`src/hdl/proc_pkg.sv`:
```
// ##############################
// Word and field types, opcode and funct
// encodings, bubble word, halt FSM states
// ##############################
`default_nettype none

package proc_pkg;

	localparam int WORD_W    = 16;
	localparam int REG_IDX_W = 3;
	localparam int NUM_REGS  = 1 << REG_IDX_W;

	typedef logic [WORD_W-1:0]    word_t;
	typedef logic [WORD_W-1:0]    pc_t;
	typedef logic [WORD_W-1:0]    instr_t;
	typedef logic [REG_IDX_W-1:0] reg_idx_t;
	typedef logic [4:0]           opcode_t;
	typedef logic [1:0]           alu_op_t;

	// Opcode field encodings
	localparam opcode_t OP_HALT   = 5'b00000;
	localparam opcode_t OP_NOP    = 5'b00001;
	localparam opcode_t OP_J      = 5'b00100;
	localparam opcode_t OP_ADDI   = 5'b01000;
	localparam opcode_t OP_SUBI   = 5'b01001;
	localparam opcode_t OP_XORI   = 5'b01010;
	localparam opcode_t OP_ANDNI  = 5'b01011;
	localparam opcode_t OP_BEQZ   = 5'b01100;
	localparam opcode_t OP_BNEZ   = 5'b01101;
	localparam opcode_t OP_LBI    = 5'b11000;
	localparam opcode_t OP_ALU_RR = 5'b11011;

	// Register-register funct in bits 1:0
	localparam logic [1:0] FUNCT_ADD  = 2'b00;
	localparam logic [1:0] FUNCT_SUB  = 2'b01;
	localparam logic [1:0] FUNCT_XOR  = 2'b10;
	localparam logic [1:0] FUNCT_ANDN = 2'b11;

	// ALU ops reuse the funct encoding
	localparam alu_op_t ALU_ADD  = FUNCT_ADD;
	localparam alu_op_t ALU_SUB  = FUNCT_SUB;
	localparam alu_op_t ALU_XOR  = FUNCT_XOR;
	localparam alu_op_t ALU_ANDN = FUNCT_ANDN;

	// Pipeline bubble
	localparam instr_t INSTR_NOP = {OP_NOP, 11'b0};

	typedef enum logic [1:0] {
		HS_RUN    = 2'd0,
		HS_DRAIN  = 2'd1,
		HS_HALTED = 2'd2
	} halt_state_t;

endpackage

`default_nettype wire

```
`src/hdl/pc_counter.sv`:
```
// ##############################
// Program counter and fetch/decode
// register with squash on redirect
// ##############################
`timescale 1ns/1ps
`default_nettype none

module pc_counter import proc_pkg::*; #(
	parameter pc_t RESET_PC = '0
) (
	input  logic   clk,
	input  logic   rst_n,
	input  logic   fetch_en,
	input  logic   redirect,
	input  pc_t    redirect_pc,
	input  instr_t imem_data,
	output pc_t    imem_addr,
	output instr_t dec_instr,
	output pc_t    dec_pc_next
);

	pc_t  pc_q;
	pc_t  pc_inc;
	logic squash;

	assign pc_inc    = pc_q + 16'd2;
	assign squash    = redirect | ~fetch_en;
	assign imem_addr = pc_q;

	// Redirect takes priority over the sequential step
	always_ff @(posedge clk or negedge rst_n) begin
		if (!rst_n) begin
			pc_q <= RESET_PC;
		end else if (redirect) begin
			pc_q <= redirect_pc;
		end else if (fetch_en) begin
			pc_q <= pc_inc;
		end
	end

	// Decode slot gets a bubble when the fetched word is wrong-path
	always_ff @(posedge clk or negedge rst_n) begin
		if (!rst_n) begin
			dec_instr   <= INSTR_NOP;
			dec_pc_next <= '0;
		end else begin
			dec_instr   <= squash ? INSTR_NOP : imem_data;
			dec_pc_next <= pc_inc;
		end
	end

endmodule

`default_nettype wire

```
`src/hdl/halt_fsm.sv`:
```
// ##############################
// Halt FSM for fetch stop, halted and err
// ##############################
`timescale 1ns/1ps
`default_nettype none

module halt_fsm import proc_pkg::*; (
	input  logic clk,
	input  logic rst_n,
	input  logic exe_halt,
	input  logic exe_illegal,
	output logic fetch_en,
	output logic halted,
	output logic err
);

	halt_state_t state_q;
	halt_state_t state_d;
	logic        illegal_q;
	logic        stop;

	assign stop = exe_halt | exe_illegal;

	always_comb begin
		state_d = state_q;
		case (state_q)
			HS_RUN: begin
				if (stop) begin
					state_d = HS_DRAIN;
				end
			end
			HS_DRAIN:  state_d = HS_HALTED;
			HS_HALTED: state_d = HS_HALTED;
			default:   state_d = HS_RUN;
		endcase
	end

	always_ff @(posedge clk or negedge rst_n) begin
		if (!rst_n) begin
			state_q   <= HS_RUN;
			illegal_q <= 1'b0;
		end else begin
			state_q <= state_d;
			// Remember why the pipeline stopped
			if (state_q == HS_RUN && stop) begin
				illegal_q <= exe_illegal;
			end
		end
	end

	// Fetch stops in the same cycle the halting instruction executes
	assign fetch_en = (state_q == HS_RUN) & ~stop;
	assign halted   = (state_q == HS_HALTED);
	assign err      = (state_q == HS_HALTED) & illegal_q;

endmodule

`default_nettype wire

```
`src/hdl/instr_decoder.sv`:
```
// ##############################
// Instruction decoder with control fields,
// destination select and immediate extension
// ##############################
`timescale 1ns/1ps
`default_nettype none

module instr_decoder import proc_pkg::*; (
	input  instr_t   instr,
	output reg_idx_t rs,
	output reg_idx_t rt,
	output reg_idx_t dest,
	output word_t    imm,
	output alu_op_t  alu_op,
	output logic     use_imm,
	output logic     reg_write,
	output logic     is_lbi,
	output logic     is_branch,
	output logic     branch_nez,
	output logic     is_jump,
	output logic     is_halt,
	output logic     illegal
);

	opcode_t opcode;
	word_t   imm5_sext;
	word_t   imm5_zext;
	word_t   imm8_sext;
	word_t   disp11_sext;

	assign opcode = instr[15:11];
	assign rs     = instr[10:8];
	assign rt     = instr[7:5];

	assign imm5_sext   = {{11{instr[4]}}, instr[4:0]};
	assign imm5_zext   = {11'b0, instr[4:0]};
	assign imm8_sext   = {{8{instr[7]}}, instr[7:0]};
	assign disp11_sext = {{5{instr[10]}}, instr[10:0]};

	always_comb begin
		dest       = '0;
		imm        = '0;
		alu_op     = ALU_ADD;
		use_imm    = 1'b0;
		reg_write  = 1'b0;
		is_lbi     = 1'b0;
		is_branch  = 1'b0;
		branch_nez = 1'b0;
		is_jump    = 1'b0;
		is_halt    = 1'b0;
		illegal    = 1'b0;
		case (opcode)
			OP_HALT: is_halt = 1'b1;
			OP_NOP: begin
				// No side effects
			end
			// Immediate group writes the register in bits 7:5
			OP_ADDI, OP_SUBI: begin
				dest      = instr[7:5];
				imm       = imm5_sext;
				use_imm   = 1'b1;
				reg_write = 1'b1;
				alu_op    = (opcode == OP_SUBI) ? ALU_SUB : ALU_ADD;
			end
			OP_XORI, OP_ANDNI: begin
				dest      = instr[7:5];
				imm       = imm5_zext;
				use_imm   = 1'b1;
				reg_write = 1'b1;
				alu_op    = (opcode == OP_ANDNI) ? ALU_ANDN : ALU_XOR;
			end
			OP_ALU_RR: begin
				dest      = instr[4:2];
				reg_write = 1'b1;
				alu_op    = instr[1:0];
			end
			OP_LBI: begin
				dest      = instr[10:8];
				imm       = imm8_sext;
				use_imm   = 1'b1;
				reg_write = 1'b1;
				is_lbi    = 1'b1;
			end
			OP_BEQZ, OP_BNEZ: begin
				imm        = imm8_sext;
				is_branch  = 1'b1;
				branch_nez = (opcode == OP_BNEZ);
			end
			OP_J: begin
				imm     = disp11_sext;
				is_jump = 1'b1;
			end
			default: illegal = 1'b1;
		endcase
	end

endmodule

`default_nettype wire

```
`src/hdl/reg_file.sv`:
```
// ##############################
// Eight-entry register file with write bypass
// ##############################
`timescale 1ns/1ps
`default_nettype none

module reg_file import proc_pkg::*; (
	input  logic     clk,
	input  logic     rst_n,
	input  reg_idx_t rd_idx_a,
	input  reg_idx_t rd_idx_b,
	input  logic     wr_en,
	input  reg_idx_t wr_idx,
	input  word_t    wr_data,
	output word_t    rd_data_a,
	output word_t    rd_data_b
);

	word_t regs_q [NUM_REGS];

	always_ff @(posedge clk or negedge rst_n) begin
		if (!rst_n) begin
			for (int i = 0; i < NUM_REGS; i++) begin
				regs_q[i] <= '0;
			end
		end else if (wr_en) begin
			regs_q[wr_idx] <= wr_data;
		end
	end

	// Same-cycle write is visible to decode
	assign rd_data_a = (wr_en && wr_idx == rd_idx_a) ? wr_data : regs_q[rd_idx_a];
	assign rd_data_b = (wr_en && wr_idx == rd_idx_b) ? wr_data : regs_q[rd_idx_b];

endmodule

`default_nettype wire

```
`src/hdl/execute_stage.sv`:
```
// ##############################
// Decode/execute register, forwarding, ALU,
// branch resolution, execute/write-back register
// ##############################
`timescale 1ns/1ps
`default_nettype none

module execute_stage import proc_pkg::*; (
	input  logic     clk,
	input  logic     rst_n,
	input  reg_idx_t rs,
	input  reg_idx_t rt,
	input  reg_idx_t dest,
	input  word_t    imm,
	input  alu_op_t  alu_op,
	input  logic     use_imm,
	input  logic     reg_write,
	input  logic     is_lbi,
	input  logic     is_branch,
	input  logic     branch_nez,
	input  logic     is_jump,
	input  logic     is_halt,
	input  logic     illegal,
	input  pc_t      dec_pc_next,
	input  word_t    rd_data_a,
	input  word_t    rd_data_b,
	output logic     redirect,
	output pc_t      redirect_pc,
	output logic     exe_halt,
	output logic     exe_illegal,
	output logic     wb_valid,
	output reg_idx_t wb_idx,
	output word_t    wb_data
);

	reg_idx_t ex_rs;
	reg_idx_t ex_rt;
	reg_idx_t ex_dest;
	word_t    ex_imm;
	word_t    ex_a;
	word_t    ex_b;
	pc_t      ex_pc_next;
	alu_op_t  ex_alu_op;
	logic     ex_use_imm;
	logic     ex_branch_nez;
	logic     ex_reg_write;
	logic     ex_is_lbi;
	logic     ex_is_branch;
	logic     ex_is_jump;
	logic     ex_is_halt;
	logic     ex_illegal;

	logic  squash;
	word_t op_a;
	word_t op_b;
	word_t alu_b;
	word_t alu_out;
	word_t result;
	logic  taken;

	// Decode slot is wrong-path behind a taken branch or a stop
	assign squash = redirect | ex_is_halt | ex_illegal;

	always_ff @(posedge clk or negedge rst_n) begin
		if (!rst_n) begin
			ex_reg_write <= 1'b0;
			ex_is_lbi    <= 1'b0;
			ex_is_branch <= 1'b0;
			ex_is_jump   <= 1'b0;
			ex_is_halt   <= 1'b0;
			ex_illegal   <= 1'b0;
		end else begin
			ex_reg_write <= reg_write & ~squash;
			ex_is_lbi    <= is_lbi & ~squash;
			ex_is_branch <= is_branch & ~squash;
			ex_is_jump   <= is_jump & ~squash;
			ex_is_halt   <= is_halt & ~squash;
			ex_illegal   <= illegal & ~squash;
		end
	end

	always_ff @(posedge clk or negedge rst_n) begin
		if (!rst_n) begin
			ex_rs         <= '0;
			ex_rt         <= '0;
			ex_dest       <= '0;
			ex_imm        <= '0;
			ex_a          <= '0;
			ex_b          <= '0;
			ex_pc_next    <= '0;
			ex_alu_op     <= ALU_ADD;
			ex_use_imm    <= 1'b0;
			ex_branch_nez <= 1'b0;
		end else begin
			ex_rs         <= rs;
			ex_rt         <= rt;
			ex_dest       <= dest;
			ex_imm        <= imm;
			ex_a          <= rd_data_a;
			ex_b          <= rd_data_b;
			ex_pc_next    <= dec_pc_next;
			ex_alu_op     <= alu_op;
			ex_use_imm    <= use_imm;
			ex_branch_nez <= branch_nez;
		end
	end

	// Forward from the write-back register
	assign op_a  = (wb_valid && wb_idx == ex_rs) ? wb_data : ex_a;
	assign op_b  = (wb_valid && wb_idx == ex_rt) ? wb_data : ex_b;
	assign alu_b = ex_use_imm ? ex_imm : op_b;

	// Subtract is B minus A
	always_comb begin
		case (ex_alu_op)
			ALU_ADD:  alu_out = op_a + alu_b;
			ALU_SUB:  alu_out = alu_b - op_a;
			ALU_XOR:  alu_out = op_a ^ alu_b;
			ALU_ANDN: alu_out = op_a & ~alu_b;
			default:  alu_out = '0;
		endcase
	end

	assign result = ex_is_lbi ? ex_imm : alu_out;

	// BEQZ and BNEZ test Rs
	assign taken       = ex_is_branch & (ex_branch_nez ? (op_a != '0) : (op_a == '0));
	assign redirect    = taken | ex_is_jump;
	assign redirect_pc = ex_pc_next + ex_imm;
	assign exe_halt    = ex_is_halt;
	assign exe_illegal = ex_illegal;

	always_ff @(posedge clk or negedge rst_n) begin
		if (!rst_n) begin
			wb_valid <= 1'b0;
			wb_idx   <= '0;
			wb_data  <= '0;
		end else begin
			wb_valid <= ex_reg_write;
			wb_idx   <= ex_dest;
			wb_data  <= result;
		end
	end

endmodule

`default_nettype wire

```
`src/hdl/proc_top.sv`:
```
// ##############################
// Four-stage 16-bit processor top level
// ##############################
`timescale 1ns/1ps
`default_nettype none

module proc_top import proc_pkg::*; #(
	parameter pc_t RESET_PC = '0
) (
	input  logic     clk,
	input  logic     rst_n,
	input  instr_t   imem_data,
	output pc_t      imem_addr,
	output logic     retire_valid,
	output reg_idx_t retire_reg,
	output word_t    retire_data,
	output logic     halted,
	output logic     err
);

	logic     fetch_en;
	logic     redirect;
	pc_t      redirect_pc;
	instr_t   dec_instr;
	pc_t      dec_pc_next;
	reg_idx_t rs;
	reg_idx_t rt;
	reg_idx_t dest;
	word_t    imm;
	alu_op_t  alu_op;
	logic     use_imm;
	logic     reg_write;
	logic     is_lbi;
	logic     is_branch;
	logic     branch_nez;
	logic     is_jump;
	logic     is_halt;
	logic     illegal;
	word_t    rd_data_a;
	word_t    rd_data_b;
	logic     exe_halt;
	logic     exe_illegal;
	logic     wb_valid;
	reg_idx_t wb_idx;
	word_t    wb_data;

	pc_counter #(
		.RESET_PC(RESET_PC)
	) pc_counter_i (
		.clk        (clk),
		.rst_n      (rst_n),
		.fetch_en   (fetch_en),
		.redirect   (redirect),
		.redirect_pc(redirect_pc),
		.imem_data  (imem_data),
		.imem_addr  (imem_addr),
		.dec_instr  (dec_instr),
		.dec_pc_next(dec_pc_next)
	);

	halt_fsm halt_fsm_i (
		.clk        (clk),
		.rst_n      (rst_n),
		.exe_halt   (exe_halt),
		.exe_illegal(exe_illegal),
		.fetch_en   (fetch_en),
		.halted     (halted),
		.err        (err)
	);

	instr_decoder instr_decoder_i (
		.instr     (dec_instr),
		.rs        (rs),
		.rt        (rt),
		.dest      (dest),
		.imm       (imm),
		.alu_op    (alu_op),
		.use_imm   (use_imm),
		.reg_write (reg_write),
		.is_lbi    (is_lbi),
		.is_branch (is_branch),
		.branch_nez(branch_nez),
		.is_jump   (is_jump),
		.is_halt   (is_halt),
		.illegal   (illegal)
	);

	// Written from the write-back register
	reg_file reg_file_i (
		.clk      (clk),
		.rst_n    (rst_n),
		.rd_idx_a (rs),
		.rd_idx_b (rt),
		.wr_en    (wb_valid),
		.wr_idx   (wb_idx),
		.wr_data  (wb_data),
		.rd_data_a(rd_data_a),
		.rd_data_b(rd_data_b)
	);

	execute_stage execute_stage_i (
		.clk        (clk),
		.rst_n      (rst_n),
		.rs         (rs),
		.rt         (rt),
		.dest       (dest),
		.imm        (imm),
		.alu_op     (alu_op),
		.use_imm    (use_imm),
		.reg_write  (reg_write),
		.is_lbi     (is_lbi),
		.is_branch  (is_branch),
		.branch_nez (branch_nez),
		.is_jump    (is_jump),
		.is_halt    (is_halt),
		.illegal    (illegal),
		.dec_pc_next(dec_pc_next),
		.rd_data_a  (rd_data_a),
		.rd_data_b  (rd_data_b),
		.redirect   (redirect),
		.redirect_pc(redirect_pc),
		.exe_halt   (exe_halt),
		.exe_illegal(exe_illegal),
		.wb_valid   (wb_valid),
		.wb_idx     (wb_idx),
		.wb_data    (wb_data)
	);

	// Retirement is the write-back bus
	assign retire_valid = wb_valid;
	assign retire_reg   = wb_idx;
	assign retire_data  = wb_data;

endmodule

`default_nettype wire

```
`config.mk`:
```
export PLATFORM = sky130hd
export DESIGN_NAME = proc_top
export DESIGN_NICKNAME = d
export VERILOG_FILES = /design/src/hdl/proc_pkg.sv /design/src/hdl/pc_counter.sv /design/src/hdl/halt_fsm.sv /design/src/hdl/instr_decoder.sv /design/src/hdl/reg_file.sv /design/src/hdl/execute_stage.sv /design/src/hdl/proc_top.sv
export SDC_FILE = /design/constraint.sdc
export NUM_CORES = 1
export LEC_CHECK = 0
export ABC_AREA = 1
export BUFFER_PORTS_ARGS = -buffer_cell sky130_fd_sc_hd__buf_2
export CAP_MARGIN = 20
export CORE_ASPECT_RATIO = 0.5
export CORE_MARGIN = 2
export CORE_UTILIZATION = 62
export CTS_BUF_LIST = sky130_fd_sc_hd__clkbuf_8
export CTS_CLUSTER_SIZE = 28
export DETAILED_ROUTE_END_ITERATION = 10
export PLACE_DENSITY = 0.8
export SYNTH_ARGS = -nofsm -noshare
export SYNTH_HDL_FRONTEND = slang
export SYNTH_SLANG_ARGS = --single-unit
```
`constraint.sdc`:
```
create_clock -name clk -period 3.7 [get_ports clk]
set_input_delay 0.925 -clock clk [delete_from_list [all_inputs] [get_ports clk]]
set_output_delay 0.925 -clock clk [all_outputs]
set_load 0.05 [all_outputs]
```
==> results of run 1 <==
## power breakdown
part           internal, W  total [W]  leakage, nW  switching, W
logic              0.00339    0.00950         4.13       0.00611
registers          0.00394    0.00469         3.69      0.000749
clock network      0.00146    0.00267        0.500       0.00121
## per-stage QoR
stage	area, um2	setup slack [ps]
floorplan	15370	118.4
global placement	15940	181.0
detailed placement	15970	75.79
CTS	16830	44.06
global route	17320	-46.88
finish	17320	212.5
## how the worst min path moves through the flow
| stage | startpoint | to | cells past startpoint |
|---|---|---|---|
| 6_report | rst_n | pc_counter_i.imem_addr[14] | 1 |
| 5_1_grt | execute_stage_i.ex_dest[0] | execute_stage_i.wb_idx[0] | 0 |
| 4_1_cts | pc_counter_i.dec_pc_next[12] | execute_stage_i.ex_pc_next[12] | 0 |
| 3_5_place_dp | pc_counter_i.dec_pc_next[12] | execute_stage_i.ex_pc_next[12] | 0 |
| 3_3_place_gp | pc_counter_i.dec_pc_next[0] | execute_stage_i.ex_pc_next[0] | 0 |
| 2_1_floorplan | pc_counter_i.dec_pc_next[0] | execute_stage_i.ex_pc_next[0] | 0 |
## Yosys cell counts (6+ instances only)
| master | number |
|---|---|
| nand3_1 | 60 |
| nor2_1 | 81 |
| o221ai_1 | 9 |
| clkbuf_1 | 99 |
| nor2_4 | 14 |
| xnor2_1 | 9 |
| xor2_1 | 38 |
| nand4_1 | 21 |
| nand2_1 | 398 |
| o21ai_0 | 315 |
| o211ai_1 | 86 |
| ha_1 | 49 |
| a21oi_1 | 144 |
| buf_1 | 9 |
| a22oi_1 | 6 |
| dfrtp_1 | 276 |
| inv_1 | 234 |
| buf_6 | 6 |
## state kept, by name, indices dropped and copies added, names as in the netlist, 11 cells and up
name and count:
pc_counter_i.imem_addr 16, pc_counter_i.dec_instr 16, execute_stage_i.ex_pc_next 16, pc_counter_i.dec_pc_next 16
reg_file_i.regs_q 128, execute_stage_i.wb_data 16, execute_stage_i.ex_imm 11, execute_stage_i.ex_a 16
execute_stage_i.ex_b 16
## per-layer routing
metal	vias up	part of all wire (%)	track usage (%)
li1	6472	-	-
met3	110	12	10.35
met1	6353	43	46.17
met2	724	42	46.91
met4	0	2.4	9.211
met5	-	0	0
## worst max-delay path, delay by kind of cell (launching register included)
family                   cells  cell delay (ps)
buffers and inverters        3              260
adder cells (fa/ha/maj)      1              350
AND/OR/NAND/NOR             18             1910
AO/OA/AOI/OAI                2              280
XOR/XNOR                     1              140
flip-flops                   1              450
## logic make-up (layout without fill, tap and decap cells)
group                    after synthesis  after routing  synth area share (%)
adder cells (fa/ha/maj)               51             51                 4.250
flip-flops                           277            277                 45.11
XOR/XNOR                              47             47                 2.679
buffers and inverters                359            434                 9.240
AO/OA/AOI/OAI                        587            587                 21.31
AND/OR/NAND/NOR                      608            608                 17.41
## what timing repair did
item                       CTS  global route
setup buffers                0            18
gates resized for setup      0            51
setup endpoints to repair    0             9
## layout make-up
| class | instances | area [um2] | area share (%) |
|---|---|---|---|
| clock buffer | 48 | 660.6 | 3.814 |
| clock inverter | 24 | 206.4 | 1.192 |
| inverter | 241 | 912.1 | 5.266 |
| multi-input combinational | 1293 | 7174 | 41.42 |
| sequential | 277 | 6948 | 40.11 |
| tap | 336 | 420.4 | 2.427 |
| timing repair buffer | 121 | 998.5 | 5.765 |
==> run summary, run 1 <==
fillcell total: 1855
endpoints failing hold: 0
sequential element share of the synthesized area: 45.11%
most frequent CP cell: nand2_1
Design Power: 0.01686 W
Setup CP Type: reg -> reg
flop and latch count out of synthesis: 277
clk root buf: clkbuf_8
htree depth: 2
worst hold slack: 347.2 ps
Worst Setup SP: execute_stage_i.wb_idx[2]
top-area cell type share of the netlist area: 44.94%
Placer Congestion: 0.9630
worst path required time: 4170 ps
I/O Pins: 56
final WL: 41.73 mm
Post-synth ARST share: 100.0%
power density over the cells: 973.7 nW/um2
Clk Latency, worst-skew pair: 560 ps
area grow syn2layout: 12.70%
Yosys warnings: 0
# hold bufs at CTS: 0
diode count: 0
reg-to-reg startpoint: execute_stage_i.wb_idx[2]
critical path's largest stage delay: 450 ps
Overall Global Routing Usage: 32.16%
leakage: 8.317 nW
Final setup violation count: 0
Synth Instances: 1929
DRC Markers: 0
largest net degree at the start of global routing: 120
top_reg_cell synth: dfrtp_1
detailed-route vias per instance: 5.837
Crit. End Element: flop
CTS Sinks: 277
slowest CP cell: dfrtp_2
fin. max-slew vios: 0
Max-cap violations: 0
Hold/Removal Path Class: in -> async
kind of launch point of the worst setup path: flop
Initial DRC Count: 1684
Site Rows: 40
Core Util, Final: 71.65%
drt pass-1 iters: 7
Worst IR Drop VDD: 0.5376 mV
Synth area leader: dfrtp_1
Num CTS Buffers: 41
Die Area: 26140 um2
vias in the first global route: 12710
total number of vias: 13660
Post-synth EDFFs: 0
Slew Limit Headroom: 21.32%
r2r worst-path depth: 25
Final Net Count: 2044
f_max: 286.7 MHz
Final Cycle Share: 94.26%
DP Wirelength: 27.03 mm
Non-Filler Instances: 2340
worst slew pin tran: 1179 ps
Initial Util: 63.58%
core area: 24170 um2
crit path to: execute_stage_i.wb_data[13]
maximum clock path buffer count: 3
R2R setup slack: 210 ps
share of layout cells above drive strength 1: 13.02%
antenna viol nets, final: 0
commonest non-fill, non-tap cell in the layout: nand2_1
Final Skew: 35.48 ps
die outline height: 115.3 um
Clock transition at path regs: 70 ps
Critical Path Fanout Max: 8
arrival time worst endpoint: 3960 ps
top post-synthesis cells by area: dfrtp_1, o21ai_0, nand2_1
WL per Instance: 17.83 um
number of distinct library cells after synthesis: 52
most frequent cells in the layout: nand2_1, o21ai_0, dfrtp_1
Mapped Area: 15370 um2
first-pass GRT wire length: 65.93 mm
Final TNS setup: 0 ps
status: finished, final reports clean
antenna violations before repair: 0
r2r endpoint: execute_stage_i.wb_data[13]
global route overflow: 0
Die Wd: 226.7 um
min Tclk post-route: 3488 ps
Post-Place Cells: 2243
IO Port Bufs: 55
CTS tree: yes
Syn Area/Cell: 7.967 um2
syn_nets: 1998
No activity file was read; power rests on OpenSTA's default activity.
==> run 2: changes to the inputs <==
--- a/config.mk
+++ b/config.mk
@@ -9,7 +9,7 @@
 export BUFFER_PORTS_ARGS = -buffer_cell sky130_fd_sc_hd__buf_2
 export CAP_MARGIN = 20
 export CORE_ASPECT_RATIO = 0.5
-export CORE_MARGIN = 2
+export CORE_MARGIN = 4
 export CORE_UTILIZATION = 62
 export CTS_BUF_LIST = sky130_fd_sc_hd__clkbuf_8
 export CTS_CLUSTER_SIZE = 28
==> run 2 against run 1 <==
Routed wire length grew 1.1%. Sequential share of layout area grew 0.52 points. Critical path depth is the same. Sequential power is essentially flat. Combinational power shrank 2%. Clock power shrank 3%. Maximum frequency shrank 0.60%. Power shrank 1.7%. Core utilization shrank 0.92 points. Hold slack lost 1.3 ps. Cell count shrank 0.34%. Critical path type unchanged. Largest power group unchanged.
==> run summary, run 2 (synthesized netlist as in run 1, its figures left out) <==
status: finished, final reports clean (unchanged)
Largest Register: reg_file_i.regs_q (unchanged)
Site Rows: 40 (unchanged)
slowest CP cell: dfrtp_2 (unchanged)
Final Cycle Share: 94.83% (was 94.26%)
first-pass GRT wire length: 66.49 mm (was 65.93 mm)
Die Wd: 230.7 um (was 226.7 um)
# hold bufs at CTS: 0 (unchanged)
DRC Markers: 0 (unchanged)
antenna viol nets, final: 0 (unchanged)
vias in the first global route: 12720 (was 12710)
f_max: 285.0 MHz (was 286.7 MHz)
Initial Util: 63.58% (unchanged)
Initial DRC Count: 1695 (was 1684)
Setup CP Type: reg -> reg (unchanged)
worst path bufs/invs: 2 (was 3)
htree depth: 2 (unchanged)
Design Power: 0.01658 W (was 0.01686 W)
WL per Instance: 18.10 um (was 17.83 um)
clk root buf: clkbuf_8 (unchanged)
Overall Global Routing Usage: 30.10% (was 32.16%)
antenna violations before repair: 0 (unchanged)
core area: 24170 um2 (unchanged)
maximum clock path buffer count: 3 (unchanged)
share of layout cells above drive strength 1: 12.53% (was 13.02%)
final WL: 42.21 mm (was 41.73 mm)
global route overflow: 0 (unchanged)
Final setup violation count: 0 (unchanged)
leakage: 8.218 nW (was 8.317 nW)
Max-cap violations: 0 (unchanged)
Worst IR Drop VDD: 0.5178 mV (was 0.5376 mV)
diode count: 0 (unchanged)
die outline height: 119.3 um (was 115.3 um)
arrival time worst endpoint: 3960 ps (about the same)
endpoints failing hold: 0 (unchanged)
final instance area: 17100 um2 (was 17320 um2)
Placer Congestion: 0.9283 (was 0.9630)
Num CTS Buffers: 41 (unchanged)
DP Area: 15960 um2 (was 15970 um2)
critical path's largest stage delay: 470 ps (was 450 ps)
commonest non-fill, non-tap cell in the layout: nand2_1 (unchanged)
fin. max-slew vios: 0 (unchanged)
min Tclk post-route: 3509 ps (was 3488 ps)
Final Net Count: 2037 (was 2044)
most frequent cells in the layout: nand2_1, o21ai_0, dfrtp_1 (unchanged)
CTS Sinks: 277 (unchanged)
Clock transition at path regs: 70 ps (about the same)
worst slew pin tran: 1083 ps (was 1179 ps)
area grow syn2layout: 11.26% (was 12.70%)
Crit. End Element: flop (unchanged)
worst path required time: 4150 ps (was 4170 ps)
largest net degree at the start of global routing: 92 (was 120)
drt pass-1 iters: 7 (unchanged)
RSZ-0062 raised after global routing: yes
Slew Limit Headroom: 27.79% (was 21.32%)
Hold/Removal Path Class: reg -> reg (was in -> async)
Clk Latency, worst-skew pair: 580 ps (was 560 ps)
total number of vias: 13690 (was 13660)
power density over the cells: 969.6 nW/um2 (was 973.7 nW/um2)
kind of launch point of the worst setup path: flop (unchanged)
detailed-route vias per instance: 5.869 (was 5.837)
DP Wirelength: 27.15 mm (was 27.03 mm)
Die Area: 27520 um2 (was 26140 um2)
IO Port Bufs: 55 (unchanged)
CTS tree: yes (unchanged)
Critical Path Fanout Max: 18 (was 8)
critical path's top delay family: simple AND/OR/NAND/NOR gates (unchanged)
number of flip-flops in the largest register: 128 (unchanged)
Final Skew: 27.59 ps (was 35.48 ps)
I/O Pins: 56 (unchanged)
most frequent CP cell: nand2_1 (unchanged)
-- run 2: final cells by class --
class / instances / area, um2
fill: 1865 / 7074
clock inverter: 18 / 111.4
sequential: 277 / 6948
clock buffer: 53 / 729.5
timing repair buffer: 113 / 845.8
tap: 336 / 420.4
multi-input combinational: 1294 / 7134
inverter: 241 / 909.6
-- run 2: path summary, 6_finish.rpt --
kind                                              startpoint                             end  slack (ps)  cells after the start
worst max-delay path               execute_stage_i.wb_idx[0]     execute_stage_i.wb_data[15]         190                     25
worst min-delay path            pc_counter_i.dec_pc_next[12]  execute_stage_i.ex_pc_next[12]         350                      0
worst max register to register     execute_stage_i.wb_idx[0]     execute_stage_i.wb_data[15]         190                     25
worst min register to register  pc_counter_i.dec_pc_next[12]  execute_stage_i.ex_pc_next[12]         350                      0
max in group asynchronous                              rst_n      pc_counter_i.dec_instr[11]        2500                      2
min in group asynchronous                              rst_n     pc_counter_i.dec_pc_next[5]         370                      1
-- run 2: power by group --
| group | total, W | internal, W | switching (W) |
|---|---|---|---|
| logic | 0.00933 | 0.00316 | 0.00616 |
| registers | 0.00466 | 0.00394 | 0.000717 |
| clock network | 0.00259 | 0.00136 | 0.00123 |
| total | 0.0166 | 0.00847 | 0.00811 |
-- run 2: per-layer routing --
metal	part of all wire (%)	routed length (um)	up-vias	global-route usage (%)
met4	2.6	1104	0	9.493
met3	12	4937	100	8.652
met5	0	0	-	0
met2	43	18100	687	44.33
met1	43	18060	6444	43.33
li1	-	-	6456	-
-- run 2: timing repair --
| action | 4_1_cts | 5_1_grt |
|---|---|---|
| buffers inserted | 0 | 10 |
| setup endpoints to repair | 1 | 8 |
| cloned | 0 | 1 |
| gates resized for setup | 3 | 35 |
| pin swaps | 0 | 18 |
-- run 2: through the flow --
stage / hold WS, ps / utilization [%] / setup TNS (ps) / std cells / worst slack, ps
2_1_floorplan: 331.2 / - / 0 / 1929 / 118.4
3_3_place_gp: 331.2 / 66.02 / 0 / 2246 / 94.12
3_5_place_dp: 334.7 / 66.02 / -45.99 / 2246 / -45.99
4_1_cts: 347.8 / 69.51 / 0 / 2317 / 34.65
5_1_grt: 353.0 / 70.74 / -226.0 / 2332 / -73.39
6_report: 345.9 / 70.74 / 0 / 2332 / 191.4
